==> src/rtl/mm_defs.svh <==
`ifndef MM_DEFS_SVH
`define MM_DEFS_SVH

`define MM_DATA_W       64
`define MM_ADDR_W       32
`define MM_PAGE_BITS    12
`define MM_TLB_ENTRIES  4
`define MM_CACHE_LINES  8
`define MM_OP_W         4

// Bit 3 store, bit 2 unsigned, bits 1:0 log2 of size in bytes
`define MM_OP_LB   4'b0000
`define MM_OP_LH   4'b0001
`define MM_OP_LW   4'b0010
`define MM_OP_LD   4'b0011
`define MM_OP_LBU  4'b0100
`define MM_OP_LHU  4'b0101
`define MM_OP_LWU  4'b0110
`define MM_OP_SB   4'b1000
`define MM_OP_SH   4'b1001
`define MM_OP_SW   4'b1010
`define MM_OP_SD   4'b1011

`endif

==> src/rtl/mm_pkg.sv <==
`default_nettype none

`include "mm_defs.svh"

package mm_pkg;

  // Same address seen as page number/offset or doubleword/lane
  typedef union packed {
    struct packed {
      logic [`MM_ADDR_W-`MM_PAGE_BITS-1:0] vpn;
      logic [`MM_PAGE_BITS-1:0]            offset;
    } page;
    struct packed {
      logic [`MM_ADDR_W-4:0] addr;
      logic [2:0]            lane;
    } word;
  } mm_vaddr_u;

endpackage

`default_nettype wire

==> src/rtl/mm_ifs.sv <==
`timescale 1ns/1ps
`default_nettype none

`include "mm_defs.svh"

interface mem_bus_if;
  logic                  req;
  logic                  we;
  logic [`MM_ADDR_W-1:0] addr;
  logic [`MM_DATA_W-1:0] wdata;
  logic                  ack;
  logic [`MM_DATA_W-1:0] rdata;

  modport requester (output req, we, addr, wdata, input ack, rdata);
  modport arbiter   (input req, we, addr, wdata, output ack, rdata);
endinterface

interface xlate_if;
  logic                  req;
  mm_pkg::mm_vaddr_u     vaddr;
  logic                  done;
  logic [`MM_ADDR_W-1:0] paddr;  // Held until the next done

  modport master (output req, vaddr, input done, paddr);
  modport slave  (input req, vaddr, output done, paddr);
endinterface

interface cache_if;
  logic                  req;
  logic                  we;
  logic [`MM_ADDR_W-1:0] addr;
  logic [`MM_DATA_W-1:0] wdata;
  logic                  done;
  logic [`MM_DATA_W-1:0] rdata;

  modport master (output req, we, addr, wdata, input done, rdata);
  modport slave  (input req, we, addr, wdata, output done, rdata);
endinterface

`default_nettype wire

==> src/rtl/mm_lane_unit.sv <==
`timescale 1ns/1ps
`default_nettype none

`include "mm_defs.svh"

module mm_lane_unit (
  input  logic [`MM_OP_W-1:0]   op,
  input  logic [2:0]            lane,
  input  logic [`MM_DATA_W-1:0] word,
  input  logic [`MM_DATA_W-1:0] store_data,
  output logic [`MM_DATA_W-1:0] load_value,
  output logic [`MM_DATA_W-1:0] merged_word
);

  logic [5:0]            shamt;
  logic [`MM_DATA_W-1:0] shifted;
  logic [`MM_DATA_W-1:0] size_mask;
  logic [`MM_DATA_W-1:0] lane_mask;
  logic                  sx;

  assign shamt   = {lane, 3'b000};  // Byte lane to bit offset
  assign shifted = word >> shamt;

  // 8 << size bits of ones; a doubleword shifts everything out
  assign size_mask = ~({`MM_DATA_W{1'b1}} << (7'd8 << op[1:0]));
  assign lane_mask = size_mask << shamt;

  assign merged_word = (word & ~lane_mask) | ((store_data << shamt) & lane_mask);

  always_comb begin
    case (op[1:0])
      2'd0: sx = shifted[7];
      2'd1: sx = shifted[15];
      2'd2: sx = shifted[31];
      default: sx = shifted[`MM_DATA_W-1];
    endcase
    sx = sx & ~op[2];  // Unsigned loads zero-extend
  end

  always_comb begin
    case (op[1:0])
      2'd0: load_value = {{(`MM_DATA_W-8){sx}}, shifted[7:0]};
      2'd1: load_value = {{(`MM_DATA_W-16){sx}}, shifted[15:0]};
      2'd2: load_value = {{(`MM_DATA_W-32){sx}}, shifted[31:0]};
      default: load_value = shifted;
    endcase
  end

endmodule

`default_nettype wire

==> src/rtl/mm_access_ctrl.sv <==
`timescale 1ns/1ps
`default_nettype none

`include "mm_defs.svh"

module mm_access_ctrl (
  input  logic                  clk,
  input  logic                  reset,
  input  logic                  start,
  input  logic [`MM_OP_W-1:0]   op,
  input  logic [`MM_ADDR_W-1:0] vaddr,
  input  logic [`MM_DATA_W-1:0] store_data,
  input  logic                  flush,
  output logic                  busy,
  output logic                  done,
  output logic [`MM_DATA_W-1:0] load_data,
  output logic [`MM_ADDR_W-1:0] paddr,
  xlate_if.master               xlate,
  cache_if.master               cache
);

  localparam logic [1:0] S_IDLE  = 2'd0,
                         S_XLATE = 2'd1,
                         S_READ  = 2'd2,
                         S_WRITE = 2'd3;

  logic [1:0]            state;
  logic [`MM_OP_W-1:0]   op_r;
  logic [2:0]            lane_r;
  logic [`MM_DATA_W-1:0] sdata_r;
  logic [`MM_DATA_W-1:0] load_value;
  logic [`MM_DATA_W-1:0] merged_word;
  mm_pkg::mm_vaddr_u     va_in;
  mm_pkg::mm_vaddr_u     va_dw;
  logic                  is_store;
  logic                  is_dword;
  logic                  rd_issue;
  logic                  wr_issue;
  logic                  finish;

  assign va_in = vaddr;

  always_comb begin
    va_dw = va_in;
    va_dw.word.lane = '0;  // Translate the doubleword address
  end

  assign is_store = op_r[3];
  assign is_dword = (op_r[1:0] == 2'b11);
  assign busy     = (state != S_IDLE);

  assign rd_issue = (state == S_XLATE) && xlate.done && !(is_store && is_dword);
  assign wr_issue = ((state == S_XLATE) && xlate.done && is_store && is_dword) ||
                    ((state == S_READ) && cache.done && is_store);
  assign finish   = cache.done && !flush &&
                    (((state == S_READ) && !is_store) || (state == S_WRITE));

  assign xlate.req   = (state == S_IDLE) && start && !flush;
  assign xlate.vaddr = va_dw;
  assign cache.req   = (rd_issue || wr_issue) && !flush;
  assign cache.we    = wr_issue;
  assign cache.addr  = xlate.paddr;  // TLB holds it for the whole operation
  assign cache.wdata = (state == S_READ) ? merged_word : sdata_r;

  mm_lane_unit i_lane (
    .op          (op_r),
    .lane        (lane_r),
    .word        (cache.rdata),
    .store_data  (sdata_r),
    .load_value  (load_value),
    .merged_word (merged_word)
  );

  always_ff @(posedge clk) begin
    if (reset || flush) begin
      state <= S_IDLE;
      done  <= 1'b0;
    end else begin
      done <= finish;
      case (state)
        S_IDLE:  if (start) state <= S_XLATE;
        S_XLATE: if (xlate.done) state <= (is_store && is_dword) ? S_WRITE : S_READ;
        S_READ:  if (cache.done) state <= is_store ? S_WRITE : S_IDLE;
        default: if (cache.done) state <= S_IDLE;
      endcase
    end
  end

  always_ff @(posedge clk) begin
    if ((state == S_IDLE) && start) begin
      op_r    <= op;
      lane_r  <= va_in.word.lane;
      sdata_r <= store_data;
    end
    if (finish) begin
      load_data <= is_store ? '0 : load_value;
      paddr     <= {xlate.paddr[`MM_ADDR_W-1:3], lane_r};
    end
  end

endmodule

`default_nettype wire

==> src/rtl/mm_tlb.sv <==
`timescale 1ns/1ps
`default_nettype none

`include "mm_defs.svh"

module mm_tlb (
  input  logic                  clk,
  input  logic                  reset,
  input  logic                  flush,
  input  logic [`MM_ADDR_W-1:0] ptbr,
  xlate_if.slave                xlate,
  mem_bus_if.requester          bus
);

  localparam int ADDR_W = `MM_ADDR_W;
  localparam int VPN_W  = `MM_ADDR_W - `MM_PAGE_BITS;
  localparam int IDX_W  = $clog2(`MM_TLB_ENTRIES);
  localparam int TAG_W  = VPN_W - IDX_W;

  localparam logic [1:0] T_IDLE  = 2'd0,
                         T_WALK  = 2'd1,
                         T_RETRY = 2'd2;

  logic [1:0]                 state;
  logic [`MM_TLB_ENTRIES-1:0] valid;
  logic [TAG_W-1:0]           tag_mem [`MM_TLB_ENTRIES];
  logic [VPN_W-1:0]           ppn_mem [`MM_TLB_ENTRIES];
  logic [VPN_W-1:0]           vpn_r;
  logic [`MM_PAGE_BITS-1:0]   off_r;
  logic [VPN_W-1:0]           walk_vpn;
  logic [IDX_W-1:0]           idx;
  logic [IDX_W-1:0]           fill_idx;
  logic                       hit;
  logic                       discard;  // Walk still on the bus after a flush
  logic                       pend;     // New lookup waiting behind a discarded walk

  assign idx      = xlate.vaddr.page.vpn[IDX_W-1:0];
  assign fill_idx = vpn_r[IDX_W-1:0];
  assign hit      = valid[idx] && (tag_mem[idx] == xlate.vaddr.page.vpn[VPN_W-1:IDX_W]);
  assign walk_vpn = (state == T_IDLE) ? xlate.vaddr.page.vpn : vpn_r;

  assign bus.we    = 1'b0;
  assign bus.wdata = '0;

  always_ff @(posedge clk) begin
    if (reset) begin
      state      <= T_IDLE;
      valid      <= '0;
      xlate.done <= 1'b0;
      bus.req    <= 1'b0;
      discard    <= 1'b0;
      pend       <= 1'b0;
    end else begin
      xlate.done <= 1'b0;
      case (state)
        T_IDLE: begin
          if (xlate.req && hit) begin
            xlate.done <= 1'b1;
          end else if (xlate.req) begin
            bus.req <= 1'b1;
            state   <= T_WALK;
          end
        end
        T_WALK: begin
          if (xlate.req) pend <= 1'b1;
          if (bus.ack) begin
            bus.req <= 1'b0;
            discard <= 1'b0;
            if (!discard && !flush) begin
              valid[fill_idx] <= 1'b1;
              xlate.done      <= 1'b1;
              state           <= T_IDLE;
            end else begin
              state <= (pend || xlate.req) ? T_RETRY : T_IDLE;
            end
          end
        end
        default: begin
          bus.req <= 1'b1;
          pend    <= 1'b0;
          state   <= T_WALK;
        end
      endcase
      if (flush) begin
        valid <= '0;
        pend  <= 1'b0;
        if ((state == T_WALK) && !bus.ack) discard <= 1'b1;
        if (state != T_WALK) begin
          bus.req <= 1'b0;
          state   <= T_IDLE;
        end
      end
    end
  end

  always_ff @(posedge clk) begin
    if (xlate.req) begin
      vpn_r <= xlate.vaddr.page.vpn;
      off_r <= xlate.vaddr.page.offset;
    end
    if (((state == T_IDLE) && xlate.req && !hit) || (state == T_RETRY)) begin
      bus.addr <= ptbr + ADDR_W'({walk_vpn, 3'b000});  // PTE is eight bytes
    end
    if ((state == T_IDLE) && xlate.req && hit) begin
      xlate.paddr <= {ppn_mem[idx], xlate.vaddr.page.offset};
    end
    if ((state == T_WALK) && bus.ack) begin
      tag_mem[fill_idx] <= vpn_r[VPN_W-1:IDX_W];
      ppn_mem[fill_idx] <= bus.rdata[ADDR_W-1:`MM_PAGE_BITS];
      xlate.paddr       <= {bus.rdata[ADDR_W-1:`MM_PAGE_BITS], off_r};
    end
  end

endmodule

`default_nettype wire

==> src/rtl/mm_dcache.sv <==
`timescale 1ns/1ps
`default_nettype none

`include "mm_defs.svh"

module mm_dcache (
  input  logic         clk,
  input  logic         reset,
  input  logic         flush,
  cache_if.slave       cache,
  mem_bus_if.requester bus
);

  localparam int IDX_W = $clog2(`MM_CACHE_LINES);
  localparam int OFF_W = $clog2(`MM_DATA_W / 8);
  localparam int TAG_W = `MM_ADDR_W - IDX_W - OFF_W;

  logic                       pending;  // Fill or write-through open on the bus
  logic                       discard;
  logic [`MM_CACHE_LINES-1:0] valid;
  logic [TAG_W-1:0]           tag_mem  [`MM_CACHE_LINES];
  logic [`MM_DATA_W-1:0]      data_mem [`MM_CACHE_LINES];
  logic [IDX_W-1:0]           idx;
  logic [IDX_W-1:0]           fill_idx;
  logic [TAG_W-1:0]           tag;
  logic                       hit;

  assign idx      = cache.addr[OFF_W +: IDX_W];
  assign tag      = cache.addr[`MM_ADDR_W-1 -: TAG_W];
  assign fill_idx = bus.addr[OFF_W +: IDX_W];
  assign hit      = valid[idx] && (tag_mem[idx] == tag);

  always_ff @(posedge clk) begin
    if (reset) begin
      pending    <= 1'b0;
      discard    <= 1'b0;
      valid      <= '0;
      cache.done <= 1'b0;
      bus.req    <= 1'b0;
    end else begin
      cache.done <= 1'b0;
      if (!pending) begin
        if (cache.req && !cache.we && hit) begin
          cache.done <= 1'b1;
        end else if (cache.req) begin
          bus.req <= 1'b1;
          pending <= 1'b1;
        end
      end else if (bus.ack) begin
        bus.req <= 1'b0;
        pending <= 1'b0;
        discard <= 1'b0;
        if (!discard && !flush) begin
          cache.done <= 1'b1;
          if (!bus.we) valid[fill_idx] <= 1'b1;  // No allocate on write
        end
      end
      if (flush) begin
        valid <= '0;
        if (pending && !bus.ack) discard <= 1'b1;
      end
    end
  end

  always_ff @(posedge clk) begin
    if (!pending && cache.req) begin
      bus.we    <= cache.we;
      bus.addr  <= cache.addr;
      bus.wdata <= cache.wdata;
      if (cache.we && hit) data_mem[idx] <= cache.wdata;
      if (!cache.we) cache.rdata <= data_mem[idx];
    end
    if (pending && bus.ack && !bus.we) begin
      data_mem[fill_idx] <= bus.rdata;
      tag_mem[fill_idx]  <= bus.addr[`MM_ADDR_W-1 -: TAG_W];
      cache.rdata        <= bus.rdata;
    end
  end

endmodule

`default_nettype wire

==> src/rtl/mm_bus_arbiter.sv <==
`timescale 1ns/1ps
`default_nettype none

`include "mm_defs.svh"

module mm_bus_arbiter (
  input  logic                  clk,
  input  logic                  reset,
  mem_bus_if.arbiter            tlb_bus,
  mem_bus_if.arbiter            cache_bus,
  output logic                  mem_req,
  output logic                  mem_we,
  output logic [`MM_ADDR_W-1:0] mem_addr,
  output logic [`MM_DATA_W-1:0] mem_wdata,
  input  logic                  mem_ack,
  input  logic [`MM_DATA_W-1:0] mem_rdata
);

  logic locked;     // Grant held from here until ack
  logic own_cache;

  always_ff @(posedge clk) begin
    if (reset) begin
      locked    <= 1'b0;
      own_cache <= 1'b0;
    end else if (!locked) begin
      if (tlb_bus.req) begin  // TLB walk wins
        locked    <= 1'b1;
        own_cache <= 1'b0;
      end else if (cache_bus.req) begin
        locked    <= 1'b1;
        own_cache <= 1'b1;
      end
    end else if (mem_ack) begin
      locked <= 1'b0;
    end
  end

  assign mem_req   = locked && (own_cache ? cache_bus.req : tlb_bus.req);
  assign mem_we    = own_cache ? cache_bus.we    : tlb_bus.we;
  assign mem_addr  = own_cache ? cache_bus.addr  : tlb_bus.addr;
  assign mem_wdata = own_cache ? cache_bus.wdata : tlb_bus.wdata;

  assign tlb_bus.ack     = locked && !own_cache && mem_ack;
  assign cache_bus.ack   = locked && own_cache && mem_ack;
  assign tlb_bus.rdata   = own_cache ? '0 : mem_rdata;
  assign cache_bus.rdata = own_cache ? mem_rdata : '0;

endmodule

`default_nettype wire

==> src/rtl/mm_stage.sv <==
`timescale 1ns/1ps
`default_nettype none

`include "mm_defs.svh"

module mm_stage (
  input  logic                  clk,
  input  logic                  reset,
  input  logic                  start,
  input  logic [`MM_OP_W-1:0]   op,
  input  logic [`MM_ADDR_W-1:0] vaddr,
  input  logic [`MM_DATA_W-1:0] store_data,
  input  logic [`MM_ADDR_W-1:0] ptbr,
  input  logic                  flush,
  output logic                  busy,
  output logic                  done,
  output logic [`MM_DATA_W-1:0] load_data,
  output logic [`MM_ADDR_W-1:0] paddr,
  output logic                  mem_req,
  output logic                  mem_we,
  output logic [`MM_ADDR_W-1:0] mem_addr,
  output logic [`MM_DATA_W-1:0] mem_wdata,
  input  logic                  mem_ack,
  input  logic [`MM_DATA_W-1:0] mem_rdata
);

  xlate_if   xlate ();
  cache_if   cache ();
  mem_bus_if tlb_bus ();
  mem_bus_if cache_bus ();

  mm_access_ctrl i_ctrl (
    .clk        (clk),
    .reset      (reset),
    .start      (start),
    .op         (op),
    .vaddr      (vaddr),
    .store_data (store_data),
    .flush      (flush),
    .busy       (busy),
    .done       (done),
    .load_data  (load_data),
    .paddr      (paddr),
    .xlate      (xlate),
    .cache      (cache)
  );

  mm_tlb i_tlb (
    .clk   (clk),
    .reset (reset),
    .flush (flush),
    .ptbr  (ptbr),
    .xlate (xlate),
    .bus   (tlb_bus)
  );

  mm_dcache i_dcache (
    .clk   (clk),
    .reset (reset),
    .flush (flush),
    .cache (cache),
    .bus   (cache_bus)
  );

  mm_bus_arbiter i_arb (
    .clk       (clk),
    .reset     (reset),
    .tlb_bus   (tlb_bus),
    .cache_bus (cache_bus),
    .mem_req   (mem_req),
    .mem_we    (mem_we),
    .mem_addr  (mem_addr),
    .mem_wdata (mem_wdata),
    .mem_ack   (mem_ack),
    .mem_rdata (mem_rdata)
  );

endmodule

`default_nettype wire

==> config.mk <==
export PLATFORM = sky130hd
export DESIGN_NAME = mm_stage
export DESIGN_NICKNAME = d
export VERILOG_FILES = /design/src/rtl/mm_pkg.sv /design/src/rtl/mm_ifs.sv /design/src/rtl/mm_lane_unit.sv /design/src/rtl/mm_access_ctrl.sv /design/src/rtl/mm_tlb.sv /design/src/rtl/mm_dcache.sv /design/src/rtl/mm_bus_arbiter.sv /design/src/rtl/mm_stage.sv
export VERILOG_INCLUDE_DIRS = /design/src /design/src/rtl
export SDC_FILE = /design/constraint.sdc
export NUM_CORES = 2
export LEC_CHECK = 0
export BUFFER_PORTS_ARGS = -buffer_cell sky130_fd_sc_hd__buf_2
export CAP_MARGIN = 20
export CORE_UTILIZATION = 43
export DETAILED_ROUTE_END_ITERATION = 6
export PLACE_DENSITY = 0.64
export SKIP_LAST_GASP = 1
export SLEW_MARGIN = 20
export SYNTH_ARGS = -nofsm -noshare
export SYNTH_HDL_FRONTEND = slang
export SYNTH_SLANG_ARGS = --single-unit
export TNS_END_PERCENT = 5
==> constraint.sdc <==
create_clock -name clk -period 8 [get_ports clk]
set_input_delay 0.4 -clock clk [delete_from_list [all_inputs] [get_ports clk]]
set_output_delay 0.4 -clock clk [all_outputs]
set_load 0.05 [all_outputs]
==> impl_metrics.toml <==
[placement]
gp_congestion = 0.929
hpwlAfterDp_mm = 116
port_buffers = 396

[power_and_ir_drop]
switching_share = 0.221
p_per_area_nw_per_um2 = 225
vdd_drop_max_uv = 247
p_leak_nw = 22.5
clockPowerShare = 0.424
p_switching_w = 0.00326
seqPwrFrac = 0.519
internal-power_w = 0.0115
power_frac_comb = 0.056

[final_layout]
final_util = 0.513
final_layout_size_suffix_gt1_frac = 0.276
area_growth_pct = 18.1
nets = 4082

[status]
outcome = "finished, final reports clean"

[drt]
totalWireLength_mm = 168
drtPass1Iterations = 6
routed_via_density = 5.89
drtIter0Drc = 4139
ant_nets = 0
wl_per_cell_um = 29.8
drc = 0
vias = 33200

[setup_path]
r2r-end = "i_dcache.data_mem[3][39]"
critical_path.endpoint = "i_dcache.data_mem[3][39]"
cp.required_ns = 8.39
reg2reg_slack_ns = 2.58
endpoint_kind = "flip-flop"
worstPathMaxFanout = 52
slowest_stage = "dfxtp_4"
start_kind = "flip-flop"
critPathKind = "reg -> reg"
cpPeakStageDelay_ns = 0.96
rr_worst_depth = 9
crit_chain = "nor2b_1 > a22oi_1 > a21o_1 > a2111oi_2 > nand4_1 > nor4_1 > a21oi_1 > nor2_4 > buf_4"
worstPathArrival_ns = 5.82

[yosys]
ys_seq_area_frac = 0.707
syn_area_um2 = 55500
yosys-mux-area-fraction = 0.154
yosys.area_share.simple = 0.0524
synthFlopType = "edfxtp_1"
async_flop_share = 0
synth_top_family_by_area = "multiplexers"
synth_seq_cells = 1317
synth_compound_area_frac = 0.0560
synth-edff-count = 1287
yosysUniqueCellTypes = 64
yosysWarnings = 0
syn_avg_cell_area_um2 = 16.9
synthAdderAreaFrac = 0.00487
synth-xor-area-share = 0.00978
synth_nets = 3507
syn_inst = 3285

[sta]
min_period_over_period = 0.678
slew_headroom = 0.230
worst_pin_slew_ns = 1.14
fmax_ghz = 0.184
slew_violations = 0
finalSetupTns_ns = 0
finalWorstPathRequiredPeriod_ns = 5.42
hold_viol = 0
rsz0062_at_grt = "no"
setup_viol = 0
skew_ns = 0.0294

[clock_tree]
postCtsResizedCells = 0
clock_sinks = 1317
clk_pin_slew_worst_paths_ns = 0.06
clk_path_buf_depth = 3
tritoncts = "built"
cts_buffers = 138
cts_max_level = 4
cts_setup_buffers = 0
holdBufCountCts = 154
cts_root_buffer = "clkbuf_16"
clk_latency_ns = 0.79

[floorplanning]
rows = 131
io_pins = 397
coreArea_um2 = 128000
die_h_um = 361
die_width_um = 361
start_util = 0.434
die_area_um2 = 131000

[flow_run]
max_cap_viol_count = 0

[global_routing]
grt_pass1_vias = 32100
grt_pass1_wl_mm = 236
overflow = 0
grt_use_total = 0.255
grt_start_max_net_pins = 134
antenna_found_initial = 15

[worst_hold_path]
holdCritPathClass = "in -> reg"
## synthesized netlist by cell type, types with 6 or more instances
cell       instances  area, um2
a22oi_1           10       75.1
nor3_1            33        165
nand4_1            8       50.1
mux2i_1          199       1990
a31oi_1           19        119
buf_1             18       67.6
a221oi_1          13        114
nor2_1           175        657
mux2_2           110       1240
xor2_1            21        184
buf_2             36        180
dfxtp_1           30        601
o211ai_1          10       75.1
and2_1            75        469
nor4_1            14       87.6
o22ai_1           11       68.8
ha_1              20        250
o21a_1             6       45.0
o311ai_0          12        105
o21ai_0          130        651
a21o_1            13       97.6
a2111oi_0          6       52.6
nand2b_1           7       43.8
nand3_1           27        135
a22o_1            12        105
nor2b_1           47        294
nand2_1          220        826
xnor2_1           41        359
edfxtp_1        1287      38600
inv_1             26       97.6
clkbuf_1         123        462
o21ba_2           34        340
a21bo_2            8       80.1
a211oi_1          19        143
a21oi_1          174        871
mux4_2           234       5270
buf_4              7       52.6
## placed cells by master (no fill, tap or decap), drive strengths merged, types with 35 or more instances in the layout
| master | count |
|---|---|
| clkinv | 55 |
| inv | 35 |
| nand2 | 220 |
| mux2 | 110 |
| edfxtp | 1287 |
| dlygate4sd3 | 154 |
| nor2b | 47 |
| nor2 | 175 |
| a21oi | 174 |
| mux2i | 199 |
| xnor2 | 41 |
| mux4 | 236 |
| o21ai | 131 |
| clkbuf | 170 |
| buf | 468 |
| and2 | 75 |
## final cells by class
type | count | area [um2]
fill | 10400 | 62300
sequential | 1317 | 39300
multi-input combinational | 1754 | 15600
timing repair buffer | 622 | 4130
clock buffer | 170 | 3620
tap | 1662 | 2080
clock inverter | 78 | 776
inverter | 27 | 104
antenna | 6 | 15.0
## routing by layer
metal,global-route usage,share of wire,vias to the layer above,wire (um)
met5,0,0.00083,-,140
met1,0.358,0.41,17000,69500
met4,0.0832,0.031,20,5290
met3,0.0669,0.095,269,15900
li1,-,-,14200,-
met2,0.389,0.46,1705,77200
## power groups by stage
stage	registers, W	clock network, W	logic (W)
2_1_floorplan	0.00777	0	0.000480
6_report	0.00766	0.00626	0.000832
3_3_place_gp	0.00780	0	0.000753
5_1_grt	0.00766	0.00660	0.000884
3_5_place_dp	0.00780	0	0.000755
4_1_cts	0.00766	0.00634	0.000820
## how the worst min path moves through the flow
| stage | start | endpoint | slack (ns) | cells past startpoint |
|---|---|---|---|---|
| 3_3_place_gp | i_dcache.valid[7] | i_dcache.valid[7] | 0.44 | 2 |
| 3_5_place_dp | i_dcache.valid[4] | i_dcache.valid[4] | 0.46 | 2 |
| 4_1_cts | mem_rdata[43] | i_dcache.cache.rdata[43] | 0.007 | 3 |
| 2_1_floorplan | i_ctrl.lane_r[1] | i_ctrl.paddr[1] | 0.42 | 0 |
| 6_report | mem_rdata[27] | i_dcache.cache.rdata[27] | 0.06 | 3 |
| 5_1_grt | mem_rdata[9] | i_dcache.cache.rdata[9] | 0.04 | 3 |
## flip-flops by register name, summed over array words and instances (netlist names), 64 cells and up, named ones only
| name | count |
|---|---|
| i_dcache.data_mem | 512 |
| i_dcache.cache.rdata | 64 |
| i_ctrl.sdata_r | 64 |
| i_dcache.tag_mem | 208 |
| i_tlb.ppn_mem | 80 |
| i_tlb.tag_mem | 72 |
| i_dcache.bus.wdata | 64 |
| i_ctrl.load_data | 64 |
## metrics by stage
stage                     hold slack [ns]  std cells  power (W)  instance area (um2)  setup slack (ns)
after global routing               0.0413       5630     0.0151                65600              2.30
after CTS                         0.00668       5629     0.0148                65500              2.52
after floorplan                     0.421       3285    0.00825                55500             0.293
after global placement              0.444       5226    0.00856                59600              2.67
final                              0.0555       5636     0.0148                65600              2.58
after detailed placement            0.456       5227    0.00856                59600              2.52
## worst max-delay path: cells and delay by family, from the launching register on
family / cells / cell delay [ns]
flip-flops: 1 / 0.96
AO/OA/AOI/OAI: 4 / 1.06
buffers and inverters: 1 / 0.76
AND/OR/NAND/NOR: 4 / 2.15
## cells by family after synthesis
kind of cell / after synthesis
buffers and inverters: 214
XOR/XNOR: 62
multiplexers: 545
AND/OR/NAND/NOR: 629
adder cells (fa/ha/maj): 21
flip-flops: 1317
AO/OA/AOI/OAI: 497
No activity file was read; power rests on OpenSTA's default activity.
